===== src/rtl/adam_pkg.sv =====
// system configuration package: bus structs, register and state encodings, widths
`default_nettype none

package adam_pkg;

    // bus and boot address widths
    localparam int ADDR_WIDTH = 32;
    localparam int DATA_WIDTH = 32;

    typedef logic [ADDR_WIDTH-1:0] addr_t;
    typedef logic [DATA_WIDTH-1:0] data_t;

    // configuration bus operations
    typedef enum logic {
        CFG_READ  = 1'b0,
        CFG_WRITE = 1'b1
    } cfg_op_e;

    // register offsets inside one unit window, two low word-address bits
    typedef enum logic [1:0] {
        // bit 0 reset request, bit 1 pause request
        REG_CTRL   = 2'd0,
        // read only, bit 0 in reset, bit 1 paused
        REG_STATUS = 2'd1,
        REG_BOOT   = 2'd2,
        // bit 0 enable, bit 1 pending (write 1 to clear)
        REG_IRQ    = 2'd3
    } cfg_reg_e;

    // host request, addr is a word address
    typedef struct packed {
        cfg_op_e op;
        addr_t   addr;
        data_t   wdata;
    } cfg_cmd_t;

    // slave response
    typedef struct packed {
        data_t rdata;
        logic  err;
    } cfg_rsp_t;

    // pause controller states
    typedef enum logic [1:0] {
        ST_RUN      = 2'd0,
        ST_PAUSING  = 2'd1,
        ST_PAUSED   = 2'd2,
        ST_RESUMING = 2'd3
    } pause_state_e;

endpackage

`default_nettype wire


===== src/rtl/adam_pause_ctrl.sv =====
// pause controller: four-phase pause handshake with one unit and reset sequencing
`default_nettype none

module adam_pause_ctrl (
    input  logic clk,
    input  logic arst_n,

    input  logic ctrl_rst,
    input  logic ctrl_pause,

    output logic pause_req,
    input  logic pause_ack,

    output logic unit_rst,
    output logic unit_in_rst,
    output logic unit_paused
);

    adam_pkg::pause_state_e state;
    adam_pkg::pause_state_e state_next;
    logic                   want_pause;

    // a reset request also needs the unit quiescent first
    assign want_pause = ctrl_rst || ctrl_pause;

    always_comb begin
        state_next = state;
        case (state)
            adam_pkg::ST_RUN: begin
                if (want_pause) begin
                    state_next = adam_pkg::ST_PAUSING;
                end
            end
            adam_pkg::ST_PAUSING: begin
                // req stays up until the unit answers
                if (pause_ack) begin
                    state_next = adam_pkg::ST_PAUSED;
                end
            end
            adam_pkg::ST_PAUSED: begin
                if (!want_pause) begin
                    state_next = adam_pkg::ST_RESUMING;
                end
            end
            adam_pkg::ST_RESUMING: begin
                if (!pause_ack) begin
                    state_next = adam_pkg::ST_RUN;
                end
            end
            default: begin
                state_next = adam_pkg::ST_RUN;
            end
        endcase
    end

    always_ff @(posedge clk or negedge arst_n) begin
        if (!arst_n) begin
            state    <= adam_pkg::ST_RUN;
            unit_rst <= 1'b0;
        end else begin
            state    <= state_next;
            // only a paused unit is put into reset
            unit_rst <= (state == adam_pkg::ST_PAUSED) && ctrl_rst;
        end
    end

    assign pause_req = (state == adam_pkg::ST_PAUSING) || (state == adam_pkg::ST_PAUSED);

    // status back to the register file
    assign unit_paused = state == adam_pkg::ST_PAUSED;
    assign unit_in_rst = unit_rst;

endmodule

`default_nettype wire


===== src/rtl/adam_irq_ctrl.sv =====
// interrupt block: sticky per-unit pending bits combined into one host interrupt
`default_nettype none

module adam_irq_ctrl #(
    parameter int NO_UNITS = 4
) (
    input  logic                clk,
    input  logic                arst_n,

    input  logic [NO_UNITS-1:0] unit_irq,
    input  logic [NO_UNITS-1:0] irq_en,
    input  logic [NO_UNITS-1:0] irq_clr,

    output logic [NO_UNITS-1:0] irq_pending,
    output logic                host_irq
);

    logic [NO_UNITS-1:0] pending_next;
    logic [NO_UNITS-1:0] active;

    // a live irq level wins over a clear on the same edge
    assign pending_next = unit_irq | (irq_pending & ~irq_clr);

    // pending and enabled
    assign active = irq_pending & irq_en;

    always_ff @(posedge clk or negedge arst_n) begin
        if (!arst_n) begin
            irq_pending <= '0;
        end else begin
            irq_pending <= pending_next;
        end
    end

    // one cycle behind the pending bits
    always_ff @(posedge clk or negedge arst_n) begin
        if (!arst_n) begin
            host_irq <= 1'b0;
        end else begin
            host_irq <= |active;
        end
    end

endmodule

`default_nettype wire


===== src/rtl/adam_syscfg_regs.sv =====
// syscfg register file: four-phase config bus slave with per-unit control, boot and irq regs
`default_nettype none

module adam_syscfg_regs #(
    parameter int NO_UNITS = 4
) (
    input  logic                            clk,
    input  logic                            arst_n,

    input  logic                            cfg_req,
    input  adam_pkg::cfg_cmd_t              cfg_cmd,
    output logic                            cfg_ack,
    output adam_pkg::cfg_rsp_t              cfg_rsp,

    output logic            [NO_UNITS-1:0]  ctrl_rst,
    output logic            [NO_UNITS-1:0]  ctrl_pause,
    input  logic            [NO_UNITS-1:0]  unit_in_rst,
    input  logic            [NO_UNITS-1:0]  unit_paused,
    output adam_pkg::addr_t [NO_UNITS-1:0]  unit_boot_addr,

    output logic            [NO_UNITS-1:0]  irq_en,
    output logic            [NO_UNITS-1:0]  irq_clr,
    input  logic            [NO_UNITS-1:0]  irq_pending
);

    localparam int UNIT_W = adam_pkg::ADDR_WIDTH - 2;

    adam_pkg::cfg_op_e   acc_op;
    adam_pkg::cfg_reg_e  acc_reg;
    logic [UNIT_W-1:0]   acc_unit;
    logic                access;
    logic                bad;
    logic                wr_ok;
    logic [NO_UNITS-1:0] unit_sel;
    adam_pkg::data_t     rd_data;

    // decode of the current request
    assign acc_op   = cfg_cmd.op;
    assign acc_reg  = adam_pkg::cfg_reg_e'(cfg_cmd.addr[1:0]);
    assign acc_unit = cfg_cmd.addr[adam_pkg::ADDR_WIDTH-1:2];

    // request seen while ack is still low starts an access
    assign access = cfg_req && !cfg_ack;

    // unknown unit, or a write to the read-only status word
    assign bad = (acc_unit >= UNIT_W'(NO_UNITS))
              || (acc_op == adam_pkg::CFG_WRITE && acc_reg == adam_pkg::REG_STATUS);

    assign wr_ok = access && acc_op == adam_pkg::CFG_WRITE && !bad;

    for (genvar u = 0; u < NO_UNITS; u++) begin : g_sel
        assign unit_sel[u] = acc_unit == UNIT_W'(u);
        // write-one-to-clear, lands on the same edge as the write
        assign irq_clr[u]  = wr_ok && unit_sel[u] && acc_reg == adam_pkg::REG_IRQ
                          && cfg_cmd.wdata[1];
    end

    // read mux, stays zero when no unit matches
    always_comb begin
        rd_data = '0;
        for (int u = 0; u < NO_UNITS; u++) begin
            if (unit_sel[u]) begin
                case (acc_reg)
                    adam_pkg::REG_CTRL:   rd_data[1:0] = {ctrl_pause[u], ctrl_rst[u]};
                    adam_pkg::REG_STATUS: rd_data[1:0] = {unit_paused[u], unit_in_rst[u]};
                    adam_pkg::REG_BOOT:   rd_data      = adam_pkg::data_t'(unit_boot_addr[u]);
                    adam_pkg::REG_IRQ:    rd_data[1:0] = {irq_pending[u], irq_en[u]};
                    default:              rd_data      = '0;
                endcase
            end
        end
    end

    // bus handshake, response held until the next access
    always_ff @(posedge clk or negedge arst_n) begin
        if (!arst_n) begin
            cfg_ack <= 1'b0;
            cfg_rsp <= '0;
        end else if (access) begin
            cfg_ack       <= 1'b1;
            cfg_rsp.err   <= bad;
            cfg_rsp.rdata <= (acc_op == adam_pkg::CFG_READ) ? rd_data : '0;
        end else if (!cfg_req) begin
            cfg_ack <= 1'b0;
        end
    end

    // per-unit writable registers
    always_ff @(posedge clk or negedge arst_n) begin
        if (!arst_n) begin
            ctrl_rst       <= '0;
            ctrl_pause     <= '0;
            irq_en         <= '0;
            unit_boot_addr <= '0;
        end else if (wr_ok) begin
            for (int u = 0; u < NO_UNITS; u++) begin
                if (unit_sel[u]) begin
                    case (acc_reg)
                        adam_pkg::REG_CTRL: begin
                            ctrl_rst[u]   <= cfg_cmd.wdata[0];
                            ctrl_pause[u] <= cfg_cmd.wdata[1];
                        end
                        adam_pkg::REG_BOOT: begin
                            unit_boot_addr[u] <= adam_pkg::addr_t'(cfg_cmd.wdata);
                        end
                        adam_pkg::REG_IRQ: begin
                            irq_en[u] <= cfg_cmd.wdata[0];
                        end
                        default: begin
                        end
                    endcase
                end
            end
        end
    end

endmodule

`default_nettype wire


===== src/rtl/adam_syscfg.sv =====
// syscfg top: register file, one pause controller per unit and the interrupt block
`default_nettype none

module adam_syscfg #(
    parameter int NO_UNITS = 4
) (
    input  logic                            clk,
    input  logic                            arst_n,

    input  logic                            cfg_req,
    input  adam_pkg::cfg_cmd_t              cfg_cmd,
    output logic                            cfg_ack,
    output adam_pkg::cfg_rsp_t              cfg_rsp,

    output logic            [NO_UNITS-1:0]  pause_req,
    input  logic            [NO_UNITS-1:0]  pause_ack,
    output logic            [NO_UNITS-1:0]  unit_rst,
    output adam_pkg::addr_t [NO_UNITS-1:0]  unit_boot_addr,
    input  logic            [NO_UNITS-1:0]  unit_irq,

    output logic                            host_irq
);

    // register file to controllers
    logic [NO_UNITS-1:0] ctrl_rst;
    logic [NO_UNITS-1:0] ctrl_pause;

    // controllers back to status
    logic [NO_UNITS-1:0] unit_in_rst;
    logic [NO_UNITS-1:0] unit_paused;

    // interrupt path
    logic [NO_UNITS-1:0] irq_en;
    logic [NO_UNITS-1:0] irq_clr;
    logic [NO_UNITS-1:0] irq_pending;

    adam_syscfg_regs #(
        .NO_UNITS (NO_UNITS)
    ) u_regs (
        .clk            (clk),
        .arst_n         (arst_n),
        .cfg_req        (cfg_req),
        .cfg_cmd        (cfg_cmd),
        .cfg_ack        (cfg_ack),
        .cfg_rsp        (cfg_rsp),
        .ctrl_rst       (ctrl_rst),
        .ctrl_pause     (ctrl_pause),
        .unit_in_rst    (unit_in_rst),
        .unit_paused    (unit_paused),
        .unit_boot_addr (unit_boot_addr),
        .irq_en         (irq_en),
        .irq_clr        (irq_clr),
        .irq_pending    (irq_pending)
    );

    for (genvar u = 0; u < NO_UNITS; u++) begin : g_unit
        adam_pause_ctrl u_pause_ctrl (
            .clk         (clk),
            .arst_n      (arst_n),
            .ctrl_rst    (ctrl_rst[u]),
            .ctrl_pause  (ctrl_pause[u]),
            .pause_req   (pause_req[u]),
            .pause_ack   (pause_ack[u]),
            .unit_rst    (unit_rst[u]),
            .unit_in_rst (unit_in_rst[u]),
            .unit_paused (unit_paused[u])
        );
    end

    adam_irq_ctrl #(
        .NO_UNITS (NO_UNITS)
    ) u_irq_ctrl (
        .clk         (clk),
        .arst_n      (arst_n),
        .unit_irq    (unit_irq),
        .irq_en      (irq_en),
        .irq_clr     (irq_clr),
        .irq_pending (irq_pending),
        .host_irq    (host_irq)
    );

endmodule

`default_nettype wire


===== config.mk =====
export PLATFORM = sky130hd
export DESIGN_NAME = adam_syscfg
export DESIGN_NICKNAME = d
export VERILOG_FILES = /design/src/rtl/adam_pkg.sv /design/src/rtl/adam_pause_ctrl.sv /design/src/rtl/adam_irq_ctrl.sv /design/src/rtl/adam_syscfg_regs.sv /design/src/rtl/adam_syscfg.sv
export SDC_FILE = /design/constraint.sdc
export NUM_CORES = 1
export LEC_CHECK = 0
export ABC_AREA = 1
export BUFFER_PORTS_ARGS = -buffer_cell sky130_fd_sc_hd__buf_4
export CORE_AREA = 3 3 145 147
export DETAILED_ROUTE_END_ITERATION = 10
export DIE_AREA = 0 0 148 150
export PLACE_DENSITY_LB_ADDON = 0.25
export SLEW_MARGIN = 10
export SYNTH_ARGS = -nofsm -noshare
export SYNTH_HDL_FRONTEND = slang
export SYNTH_HIERARCHICAL = 1
export SYNTH_SLANG_ARGS = --single-unit

===== constraint.sdc =====
create_clock -name clk -period 3.4 [get_ports clk]
set_input_delay 0.17 -clock clk [delete_from_list [all_inputs] [get_ports clk]]
set_output_delay 0.17 -clock clk [all_outputs]
set_load 0.005 [all_outputs]

==> reports/qor.csv, run 1 <==
metric,value,unit
syn_avg_cell_area,7.97,µm²
rsz0062_at_grt,no,
cts_tree,done,
synth_cell_type_count,33,
yosys_register_bits,191,
die_h,150,µm
slew_headroom,39.2,%
yosysWarnings,6,
clock_path_buffers,2,
min_delay_path_depth,3,
p_leak,6.79,nW
maxCapViolCount,0,
ctsHoldBuffers,6,
fmax,444,MHz
core_area,20000,µm²
synth_most_common_cell,nand2_1,
final-hold-violation-count,0,
n_antenna_cell,0,
cts_setup_buffers,0,
post_cts_resized,0,
start_kind,flip-flop,
firstDrtPassIters,5,
top_level_ports,247,
crit_fanout,60,
worstRegToRegCells,8,
ys_top_cells_by_area,"dfrtp_1, nand2_1, o21ai_1",
fin_hold_ws,24.7,ps
num-fill-cells,1775,
reg2reg_slack,1150,ps
reg2reg_to,u_regs/unit_boot_addr[39],
grt_pass1_wl,47.4,mm
cts_root_buf,clkbuf_16,
die_x,148,µm
place_area,11700,µm²
cp_cell_sequence,"nor2_1, nand4_2, nor3_4, buf_4, nand3_2, buf_4, nand2_1, o21ai_1",
drive_above_1_share,22.3,%
synth_common_cells,"nand2_1, dfrtp_1, o21ai_1, inv_1, nand3_1",
path_class,reg2reg,
min_period,2250,ps
ant_nets,0,
port_buffers,246,
synthArstFlopShare,100,%
clk-insertion-delay-late,440,ps
start_util,48.2,%
grt_max_degree,110,
wl_per_cell,17.7,µm
areaGrowthSynthToFinish,27.6,%
dr_total_vias,9290,
critPathMaxStageDelay,400,ps
setup_viol,0,
netlist_area,9670,µm²
hold_class,in2reg,
final_area,12300,µm²
worstSetupEndpointType,flip-flop,
synth-main-ff-cell,dfrtp_1,
grt_overflow,0,
h-tree-depth,4,
clkTransAtPathRegs,70,ps
antenna_found_initial,0,
nNetsFinal,1525,
slowest_stage,dfrtp_1,
drt_iter0_drc,761,
finalCritPeriodShare,66.3,%
outcome,"complete, no violations",
critPathArrivalTime,2530,ps
gr-usage-all-layers,27.0,%
worstMarginPinSlew,910,ps
cts.sinks,191,
hold_start,cfg_cmd[31],
wl,30.2,mm
cpMostUsedCell,buf_4,
grt_pass1_vias,8754,
power,4.58,mW
syn_inst,1213,
cp_top_family,simple AND/OR/NAND/NOR gates,
r2r_start,u_regs/cfg_ack,
p_per_area,371,nW/µm²
synth_nets,1313,
rows,52,
gp_congestion,0.910,
yosysTopAreaCell,dfrtp_1,
cts_made_buffers,17,
die_area,22200,µm²
irDropWorstVdd,0.000323,V
synth-edff-count,0,
synth_top_area_share,49.4,%
via_per_inst,5.44,
tns,0,ps
dp.final_hpwl,19.9,mm
drc_errors,0,
path_buf_inv,2,
cp.required,3680,ps
min_to,u_regs/unit_boot_addr[31],
finClkSkew,12.8,ps
slew_violations,0,
yosysSeqAreaShare,49.4,%
## stage by stage
stage | setup slack [ps] | util [%] | std cells
floorplan | 1800 | - | 1213
CTS | 1150 | 61.6 | 1708
detailed placement | 897 | 58.3 | 1670
global route | 956 | 61.6 | 1708
finish | 1150 | 61.6 | 1708
global placement | 1000 | 58.3 | 1670
## routing by layer
layer,global-route usage [%],vias to the layer above,part of all wire [%]
met1,37.2,4389,42
met2,43.1,470,46
met4,7.44,0,2.0
li1,-,4377,-
met3,6.39,54,9.6
met5,0,-,0
## sequential cells by signal, indices dropped and copies added, names as in the netlist
register	flops
g_unit.u_pause_ctrl/unit_in_rst	4
u_regs/cfg_rsp	33
g_unit.u_pause_ctrl/state	8
u_irq_ctrl/irq_pending	4
u_regs/cfg_ack	1
u_irq_ctrl/host_irq	1
u_regs/ctrl_pause	4
u_regs/ctrl_rst	4
u_regs/unit_boot_addr	128
u_regs/irq_en	4
## worst register-to-register path: stages, from the launching register on
cell	delay (ps)
dfrtp_1	400
nor2_1	230
nand4_2	180
nor3_4	310
buf_4	240
nand3_2	130
buf_4	370
nand2_1	150
o21ai_1	90
## report_power, final
| part | switching, mW | internal (mW) |
|---|---|---|
| clock | 0.920 | 1.14 |
| combinational | 0.167 | 0.0840 |
| sequential | 0.000531 | 2.27 |
| total | 1.09 | 3.50 |
## cell usage in the layout, fill, tap and decap left out
cell type | Yosys | routed
nor2_4 | 2 | 5
o22a_1 | 1 | 1
a21oi_1 | 2 | 2
nand2_4 | 2 | 2
o2111ai_1 | 30 | 30
nand4_1 | 6 | 6
dfrtp_1 | 191 | 191
clkinvlp_4 | 0 | 1
nand3_1 | 97 | 97
o21bai_1 | 8 | 8
o21ai_1 | 139 | 139
buf_4 | 7 | 262
clkinv_2 | 0 | 2
inv_1 | 115 | 115
nor2_2 | 6 | 6
a221oi_1 | 1 | 1
nand3_2 | 2 | 2
dlygate4sd3_1 | 0 | 6
inv_8 | 0 | 1
clkinv_4 | 0 | 2
nand3b_1 | 30 | 30
clkbuf_16 | 0 | 17
clkbuf_8 | 0 | 3
nor3_2 | 1 | 1
clkinv_1 | 2 | 2
nor4_1 | 2 | 2
nand2_1 | 391 | 391
o21ai_0 | 36 | 36
nor2_1 | 32 | 29
ha_1 | 24 | 24
a21boi_0 | 1 | 1
nor3_4 | 1 | 2
or2_1 | 4 | 4
inv_2 | 1 | 1
nand4_2 | 1 | 1
nor3_1 | 4 | 3
nand2_2 | 5 | 5
bufinv_16 | 0 | 2
inv_6 | 0 | 5
## how the worst max path moves through the flow
stage	to	startpoint	slack, ps	cells after the start
5_1_grt	u_regs/unit_boot_addr[44]	u_regs/cfg_ack	960	8
2_1_floorplan	u_regs/unit_boot_addr[36]	u_regs/cfg_ack	1800	7
3_5_place_dp	u_regs/unit_boot_addr[98]	cfg_cmd[53]	900	11
3_3_place_gp	u_regs/unit_boot_addr[113]	cfg_cmd[53]	1000	11
6_report	u_regs/unit_boot_addr[39]	u_regs/cfg_ack	1150	8
4_1_cts	u_regs/unit_boot_addr[39]	u_regs/cfg_ack	1150	8
## layout make-up
| cell class | count | area, µm² | area share (%) |
|---|---|---|---|
| repair buffers | 269 | 2040 | 16.5 |
| multi-input cells | 828 | 4130 | 33.5 |
| flip-flops and latches | 191 | 4780 | 38.7 |
| well taps | 270 | 338 | 2.74 |
| inverters | 118 | 443 | 3.59 |
| clock inverters | 13 | 150 | 1.22 |
| clock buffers | 19 | 453 | 3.67 |
## kinds of logic after synthesis
family | count (synthesis) | synth area share [%]
adders and majority gates | 24 | 3.11
buffers and inverters | 194 | 8.14
AOI/OAI and AO/OA | 218 | 12.8
DFF | 191 | 49.4
and+or+nand+nor | 586 | 26.5
No activity file was read; power rests on OpenSTA's default activity.
==> inputs of run 2 (changes only) <==
--- a/config.mk
+++ b/config.mk
@@ -7,9 +7,9 @@
 export LEC_CHECK = 0
 export ABC_AREA = 1
 export BUFFER_PORTS_ARGS = -buffer_cell sky130_fd_sc_hd__buf_4
-export CORE_AREA = 3 3 145 147
+export CORE_AREA = 3 3 146 148
 export DETAILED_ROUTE_END_ITERATION = 10
-export DIE_AREA = 0 0 148 150
+export DIE_AREA = 0 0 149 151
 export PLACE_DENSITY_LB_ADDON = 0.25
 export SLEW_MARGIN = 10
 export SYNTH_ARGS = -nofsm -noshare
==> constraint.sdc (replaced) <==
create_clock -name clk -period 2.06 [get_ports clk]
set_input_delay 0.103 -clock clk [delete_from_list [all_inputs] [get_ports clk]]
set_output_delay 0.103 -clock clk [all_outputs]
set_load 0.005 [all_outputs]
==> run 2 against run 1 <==
Effect of this change:
- first-iteration DRC count is 6.3% lower
- non-clock buffer count up 46
- final area grew 4.5%
- register-to-register slack worse by 960 ps
- sequential cell count is the same
- clock power grew 73%
- critical endpoint is now u_regs/unit_boot_addr[43]
- largest power group unchanged
- highest routed layer unchanged
==> reports/qor.csv, run 2 (synthesis gave the netlist of run 1 again) <==
metric,value,unit,change
p_int,6.05,mW,+73%
p_per_area,604,nW/µm²,+63%
grt_pass1_wl,48.9,mm,+3.2%
rsz0062_at_grt,no,,
dr_total_vias,9424,,+1.4%
drc_errors,0,,unchanged
grt_overflow,0,,unchanged
die_h,151,µm,+0.67%
drt_iter0_drc,713,,-6.3%
cts_made_buffers,17,,unchanged
drive_above_1_share,22.7,%,+0.42 points
min_period,1870,ps,-385 ps
maxCapViolCount,0,,unchanged
top_level_ports,247,,unchanged
worstMarginPinSlew,916,ps,+5.70 ps
crit_fanout,32,,-47%
ant_nets,0,,unchanged
clock_path_buffers,2,,unchanged
place_area,11900,µm²,+1.9%
crit_start,u_regs/cfg_ack,,
p_leak,7.05,nW,+3.9%
pwr-share-clk,45.7,%,+0.7 points
finClkSkew,7.31,ps,-5.50 ps
regMostFlops,u_regs/unit_boot_addr,,
gp_congestion,0.887,,-2.6%
largest_reg_flops,128,,unchanged
die_area,22500,µm²,+1.3%
worstSetupEndpointType,flip-flop,,
rows,52,,unchanged
start_kind,flip-flop,,
layout_commonest_cell,nand2_1,,
port_buffers,246,,unchanged
final_cell_mix,"nand2_1, buf_4, dfrtp_1, o21ai_1, inv_1",,
setup_viol,0,,unchanged
wl_per_cell,17.9,µm,+1.3%
wl,31.4,mm,+3.9%
core_area,20200,µm²,+0.65%
start_util,47.9,%,-0.31 points
die_x,149,µm,+0.68%
cts_tree,done,,
dp.final_hpwl,21.0,mm,+5.5%
r2r_start,u_regs/cfg_ack,,
h-tree-depth,4,,unchanged
finalCritPeriodShare,90.7,%,+24 points
grt_max_degree,66,,-40%
outcome,"complete, no violations",,
clk-insertion-delay-late,430,ps,about the same
hold_start,cfg_cmd[4],,
p_seq_share,48.1,%,-1.5 points
nNetsFinal,1571,,+3.0%
largest_registers,"u_regs/unit_boot_addr (128), u_regs/cfg_rsp (33), g_unit.u_pause_ctrl/state (8)",,
fmax,535,MHz,+21%
tns,0,ps,unchanged
slew_headroom,38.8,%,-0.38 points
firstDrtPassIters,5,,unchanged
grt_pass1_vias,9206,,+5.2%
gr-usage-all-layers,27.6,%,+0.62 points
irDropWorstVdd,0.000541,V,+67%
areaGrowthSynthToFinish,33.4,%,
hold_class,in2reg,,
clkTransAtPathRegs,70,ps,about the same
via_per_inst,5.38,,-1.1%
switching_power,1.75,mW,+61%
n_antenna_cell,0,,unchanged
power.share.switching,22.4,%,-1.3 points
final_area,12900,µm²,+4.5%
cts.sinks,191,,unchanged
final-hold-violation-count,0,,unchanged
critPathArrivalTime,2170,ps,-360 ps
path_class,reg2reg,,
cp.required,2370,ps,-1310 ps
antenna_found_initial,0,,unchanged
cts_root_buf,clkbuf_16,,
power_frac_comb,6.2,%,+0.7 points
slew_violations,0,,unchanged
post_cts_resized,0,,unchanged
-- run 2: cell types whose count changed in the layout (fill, tap and decap cells not counted) --
cell and delta:
bufinv_16 +2, clkinv_4 -1, buf_4 +9, buf_12 +9, clkinv_2 -1, dlygate4sd3_1 +28, inv_6 -2
-- run 2: path summary, 6_finish.rpt --
kind | to | slack [ps] | cells after the start
max in group asynchronous | u_regs/unit_boot_addr[88] | 1150 | 3
hold reg to reg | u_regs/cfg_rsp[9] | 480 | 2
setup / recovery | u_regs/unit_boot_addr[43] | 190 | 8
hold / removal | u_regs/unit_boot_addr[4] | 6 | 3
setup reg to reg | u_regs/unit_boot_addr[43] | 190 | 8
min in group asynchronous | u_regs/unit_boot_addr[75] | 240 | 2
-- run 2: power groups by stage --
stage               combinational, mW  sequential (mW)  clock [mW]
floorplan                       0.146             3.82           0
global placement                0.424             3.82           0
detailed placement              0.427             3.82           0
CTS                             0.480             3.75        3.61
global route                    0.526             3.75        3.74
finish                          0.480             3.75        3.56
-- run 2: cell type report --
class                   instances  area [µm²]
clock buffers                  19         453
multi-input cells             828        4130
flip-flops and latches        191        4780
inverters                     118         443
fillers                      1746        7270
well taps                     270         338
clock inverters                11         179
repair buffers                315        2570
-- run 2: critical path, stage by stage, from the launching register on --
cell and delay, ps:
dfrtp_1 400, nor2_1 280, nand4_2 190, nor3_4 180, buf_12 150, nand3_2 70, buf_4 270, nand2_1 120
o21ai_1 70
-- run 2: repair_timing --
action	4_1_cts	5_1_grt
endpoints found under the setup margin	0	93
hold endpoints to repair	165	0
setup buffers	0	2
hold buffers	34	0
-- run 2: metrics by stage --
stage                     setup WS [ps]  hold WS [ps]  std cells  utilization, %  total power, mW
after global routing                101          21.4       1752            63.9             8.02
after CTS                          21.8         0.156       1750            63.8             7.84
after floorplan                     458          -193       1213               -             3.97
after detailed placement           33.2           152       1686            59.0             4.25
final                               192          6.46       1752            63.9             7.79
after global placement             71.4           150       1686            59.0             4.25
-- run 2: routing by layer --
metal	vias to the layer above	part of all wire (%)	track usage, %	wire (µm)
met5	-	0	0	0
met4	0	2.8	9.98	871
met3	69	9.0	6.46	2810
met2	450	47	45.0	14700
met1	4423	41	36.3	13000
li1	4482	-	-	-
==> inputs of run 3 (changes only) <==
--- a/config.mk
+++ b/config.mk
@@ -11,6 +11,8 @@
 export DETAILED_ROUTE_END_ITERATION = 10
 export DIE_AREA = 0 0 149 151
 export PLACE_DENSITY_LB_ADDON = 0.25
+export RECOVER_POWER = 25
+export SETUP_SLACK_MARGIN = 0.02
 export SLEW_MARGIN = 10
 export SYNTH_ARGS = -nofsm -noshare
 export SYNTH_HDL_FRONTEND = slang
==> run 3 against run 2 <==
Effect of this change:
- the flow now finishes with violations (max-capacitance violations, max-slew violations)
- critical path depth is the same
- via count barely moved
- register-to-register slack worse by 20 ps
- critical endpoint unchanged
- die area is the same
- final cell count unchanged
- non-clock buffer count is the same
- first-iteration DRC count decreased by 1.4%
- hold slack improved by 3.4 ps
- sequential share of layout area up 0.050 points
- combinational power about the same
- global-route usage unchanged
==> reports/qor.csv, run 3 (synthesis gave the netlist of run 1 again) <==
metric,value,unit,change
dp.final_hpwl,21.0,mm,unchanged
min_delay_path_depth,3,,unchanged
layout_commonest_cell,nand2_1,,
p_leak,7.04,nW,about the same
r2r_start,u_regs/cfg_ack,,
firstDrtPassIters,5,,unchanged
p_per_area,605,nW/µm²,about the same
reg2reg_slack,170,ps,-20 ps
n_antenna_cell,0,,unchanged
hold_class,in2reg,,
setup_viol,0,,unchanged
outcome,"complete, but fails checks",,
gr-usage-all-layers,27.6,%,unchanged
cts.sinks,191,,unchanged
crit_fanout,32,,unchanged
top_level_ports,247,,unchanged
antenna_found_initial,0,,unchanged
power_frac_comb,6.1,%,about the same
clkTransAtPathRegs,70,ps,about the same
tns,0,ps,unchanged
ant_nets,0,,unchanged
grt_pass1_wl,48.9,mm,unchanged
largest_reg_flops,128,,unchanged
largest_registers,"u_regs/unit_boot_addr (128), u_regs/cfg_rsp (33), g_unit.u_pause_ctrl/state (8)",,
grt_max_degree,66,,unchanged
port_buffers,246,,unchanged
maxCapViolCount,1,,+1
drc_errors,0,,unchanged
critPathArrivalTime,2200,ps,+30 ps
worstRegToRegCells,8,,unchanged
gp_congestion,0.887,,unchanged
rows,52,,unchanged
num-fill-cells,1748,,+0.11%
via_per_inst,5.38,,about the same
cts_root_buf,clkbuf_16,,
p_int,6.04,mW,about the same
die_x,149,µm,unchanged
cts_made_buffers,17,,unchanged
finalCritPeriodShare,91.7,%,+1.0 points
final_cell_mix,"nand2_1, buf_4, dfrtp_1, o21ai_1, inv_1",,
areaGrowthSynthToFinish,33.2,%,
wl,31.4,mm,about the same
start_kind,flip-flop,,
fin_hold_ws,9.90,ps,+3.45 ps
regMostFlops,u_regs/unit_boot_addr,,
cp_cell_sequence,"nor2_1, nand4_2, nor3_4, buf_12, nand3_2, buf_4, nand2_1, o21ai_1",,
clk-insertion-delay-late,430,ps,about the same
worstSetupEndpointType,flip-flop,,
cts_tree,done,,
violations,"max-capacitance violations, max-slew violations",,
core_area,20200,µm²,unchanged
slew_violations,64,,+64
critPathMaxStageDelay,410,ps,about the same
h-tree-depth,4,,unchanged
slew_headroom,-6.02,%,-45 points
fmax,529,MHz,-1.1%
irDropWorstVdd,0.000543,V,+0.34%
cp_top_family,simple AND/OR/NAND/NOR gates,,
drt_iter0_drc,703,,-1.4%
path_buf_inv,2,,unchanged
wl_per_cell,17.9,µm,about the same
final-hold-violation-count,0,,unchanged
dr_total_vias,9432,,+0.085%
rsz0062_at_grt,no,,
slowest_stage,dfrtp_1,,
worstMarginPinSlew,1590,ps,+675 ps
path_class,reg2reg,,
clock_path_buffers,2,,unchanged
switching_power,1.74,mW,-0.24%
min_to,u_regs/unit_boot_addr[4],,
cp.required,2370,ps,about the same
start_util,47.9,%,unchanged
pwr-share-clk,45.7,%,about the same
die_h,151,µm,unchanged
grt_pass1_vias,9206,,unchanged
power.share.switching,22.4,%,-0.033 points
hold_start,cfg_cmd[4],,
p_seq_share,48.2,%,about the same
die_area,22500,µm²,unchanged
grt_overflow,0,,unchanged
reg2reg_to,u_regs/unit_boot_addr[43],,
min_period,1890,ps,+21.4 ps
finClkSkew,7.30,ps,-0.00660 ps
drive_above_1_share,22.7,%,unchanged
nNetsFinal,1571,,unchanged
## run 3: cell count changes in the layout (fill, tap and decap cells not counted)
cell | previous run | this run
clkbuf_8 | 3 | 2
buf_4 | 271 | 270
buf_6 | 0 | 1
buf_2 | 0 | 1
buf_12 | 9 | 8
clkbuf_4 | 0 | 1
## run 3: cell type report
cell class | count | area (µm²) | share of cell area [%]
clock buffer | 19 | 453 | 3.52
clock inverter | 11 | 179 | 1.39
timing repair buffer | 315 | 2550 | 19.8
tap | 270 | 338 | 2.62
inverter | 118 | 443 | 3.44
multi-input combinational | 828 | 4130 | 32.1
sequential | 191 | 4780 | 37.1
## run 3: per-layer routing
metal	track usage (%)	routed length, µm	vias up
met2	45.0	14800	469
met3	6.46	2910	67
li1	-	-	4476
met5	0	0	-
met4	9.98	879	0
met1	36.3	12800	4420
## run 3: how the worst max path moves through the flow
stage | start | to | slack [ps] | cells after the start
floorplan | u_regs/cfg_ack | u_regs/unit_boot_addr[36] | 460 | 7
global placement | u_regs/cfg_ack | u_regs/unit_boot_addr[32] | 70 | 7
detailed placement | cfg_cmd[45] | u_regs/cfg_rsp[18] | 30 | 11
CTS | u_regs/cfg_ack | u_regs/unit_boot_addr[43] | 20 | 7
global route | u_regs/cfg_ack | u_regs/unit_boot_addr[43] | 100 | 8
finish | u_regs/cfg_ack | u_regs/unit_boot_addr[43] | 170 | 8
## run 3: power groups by stage
stage	Sequential, mW	Combinational [mW]	Clock [mW]
after floorplan	3.82	0.146	0
after global placement	3.82	0.424	0
after detailed placement	3.82	0.427	0
after CTS	3.75	0.480	3.61
after global routing	3.75	0.522	3.74
final	3.75	0.477	3.56
## run 3: worst min-delay path: cells and delay by family
family,cells,cell delay [ps]
buffers and inverters,2,160
AO/OA/AOI/OAI,1,130
## run 3: what timing repair did
item                                    4_1_cts  5_1_grt
endpoints found under the setup margin        0       95
endpoints found under the hold margin       165        0
buffers inserted                              0        2
resized for setup                             0        0
hold buffers                                 34        0
## run 3: through the flow
step	setup WS, ps	power (mW)	std cells	area, µm²	util, %
after floorplan	458	3.97	1213	9670	-
after global placement	71.4	4.25	1686	11900	59.0
after detailed placement	33.2	4.25	1686	11900	59.0
after CTS	21.8	7.84	1750	12900	63.8
after global routing	101	8.01	1752	12900	63.8
final	171	7.78	1752	12900	63.8
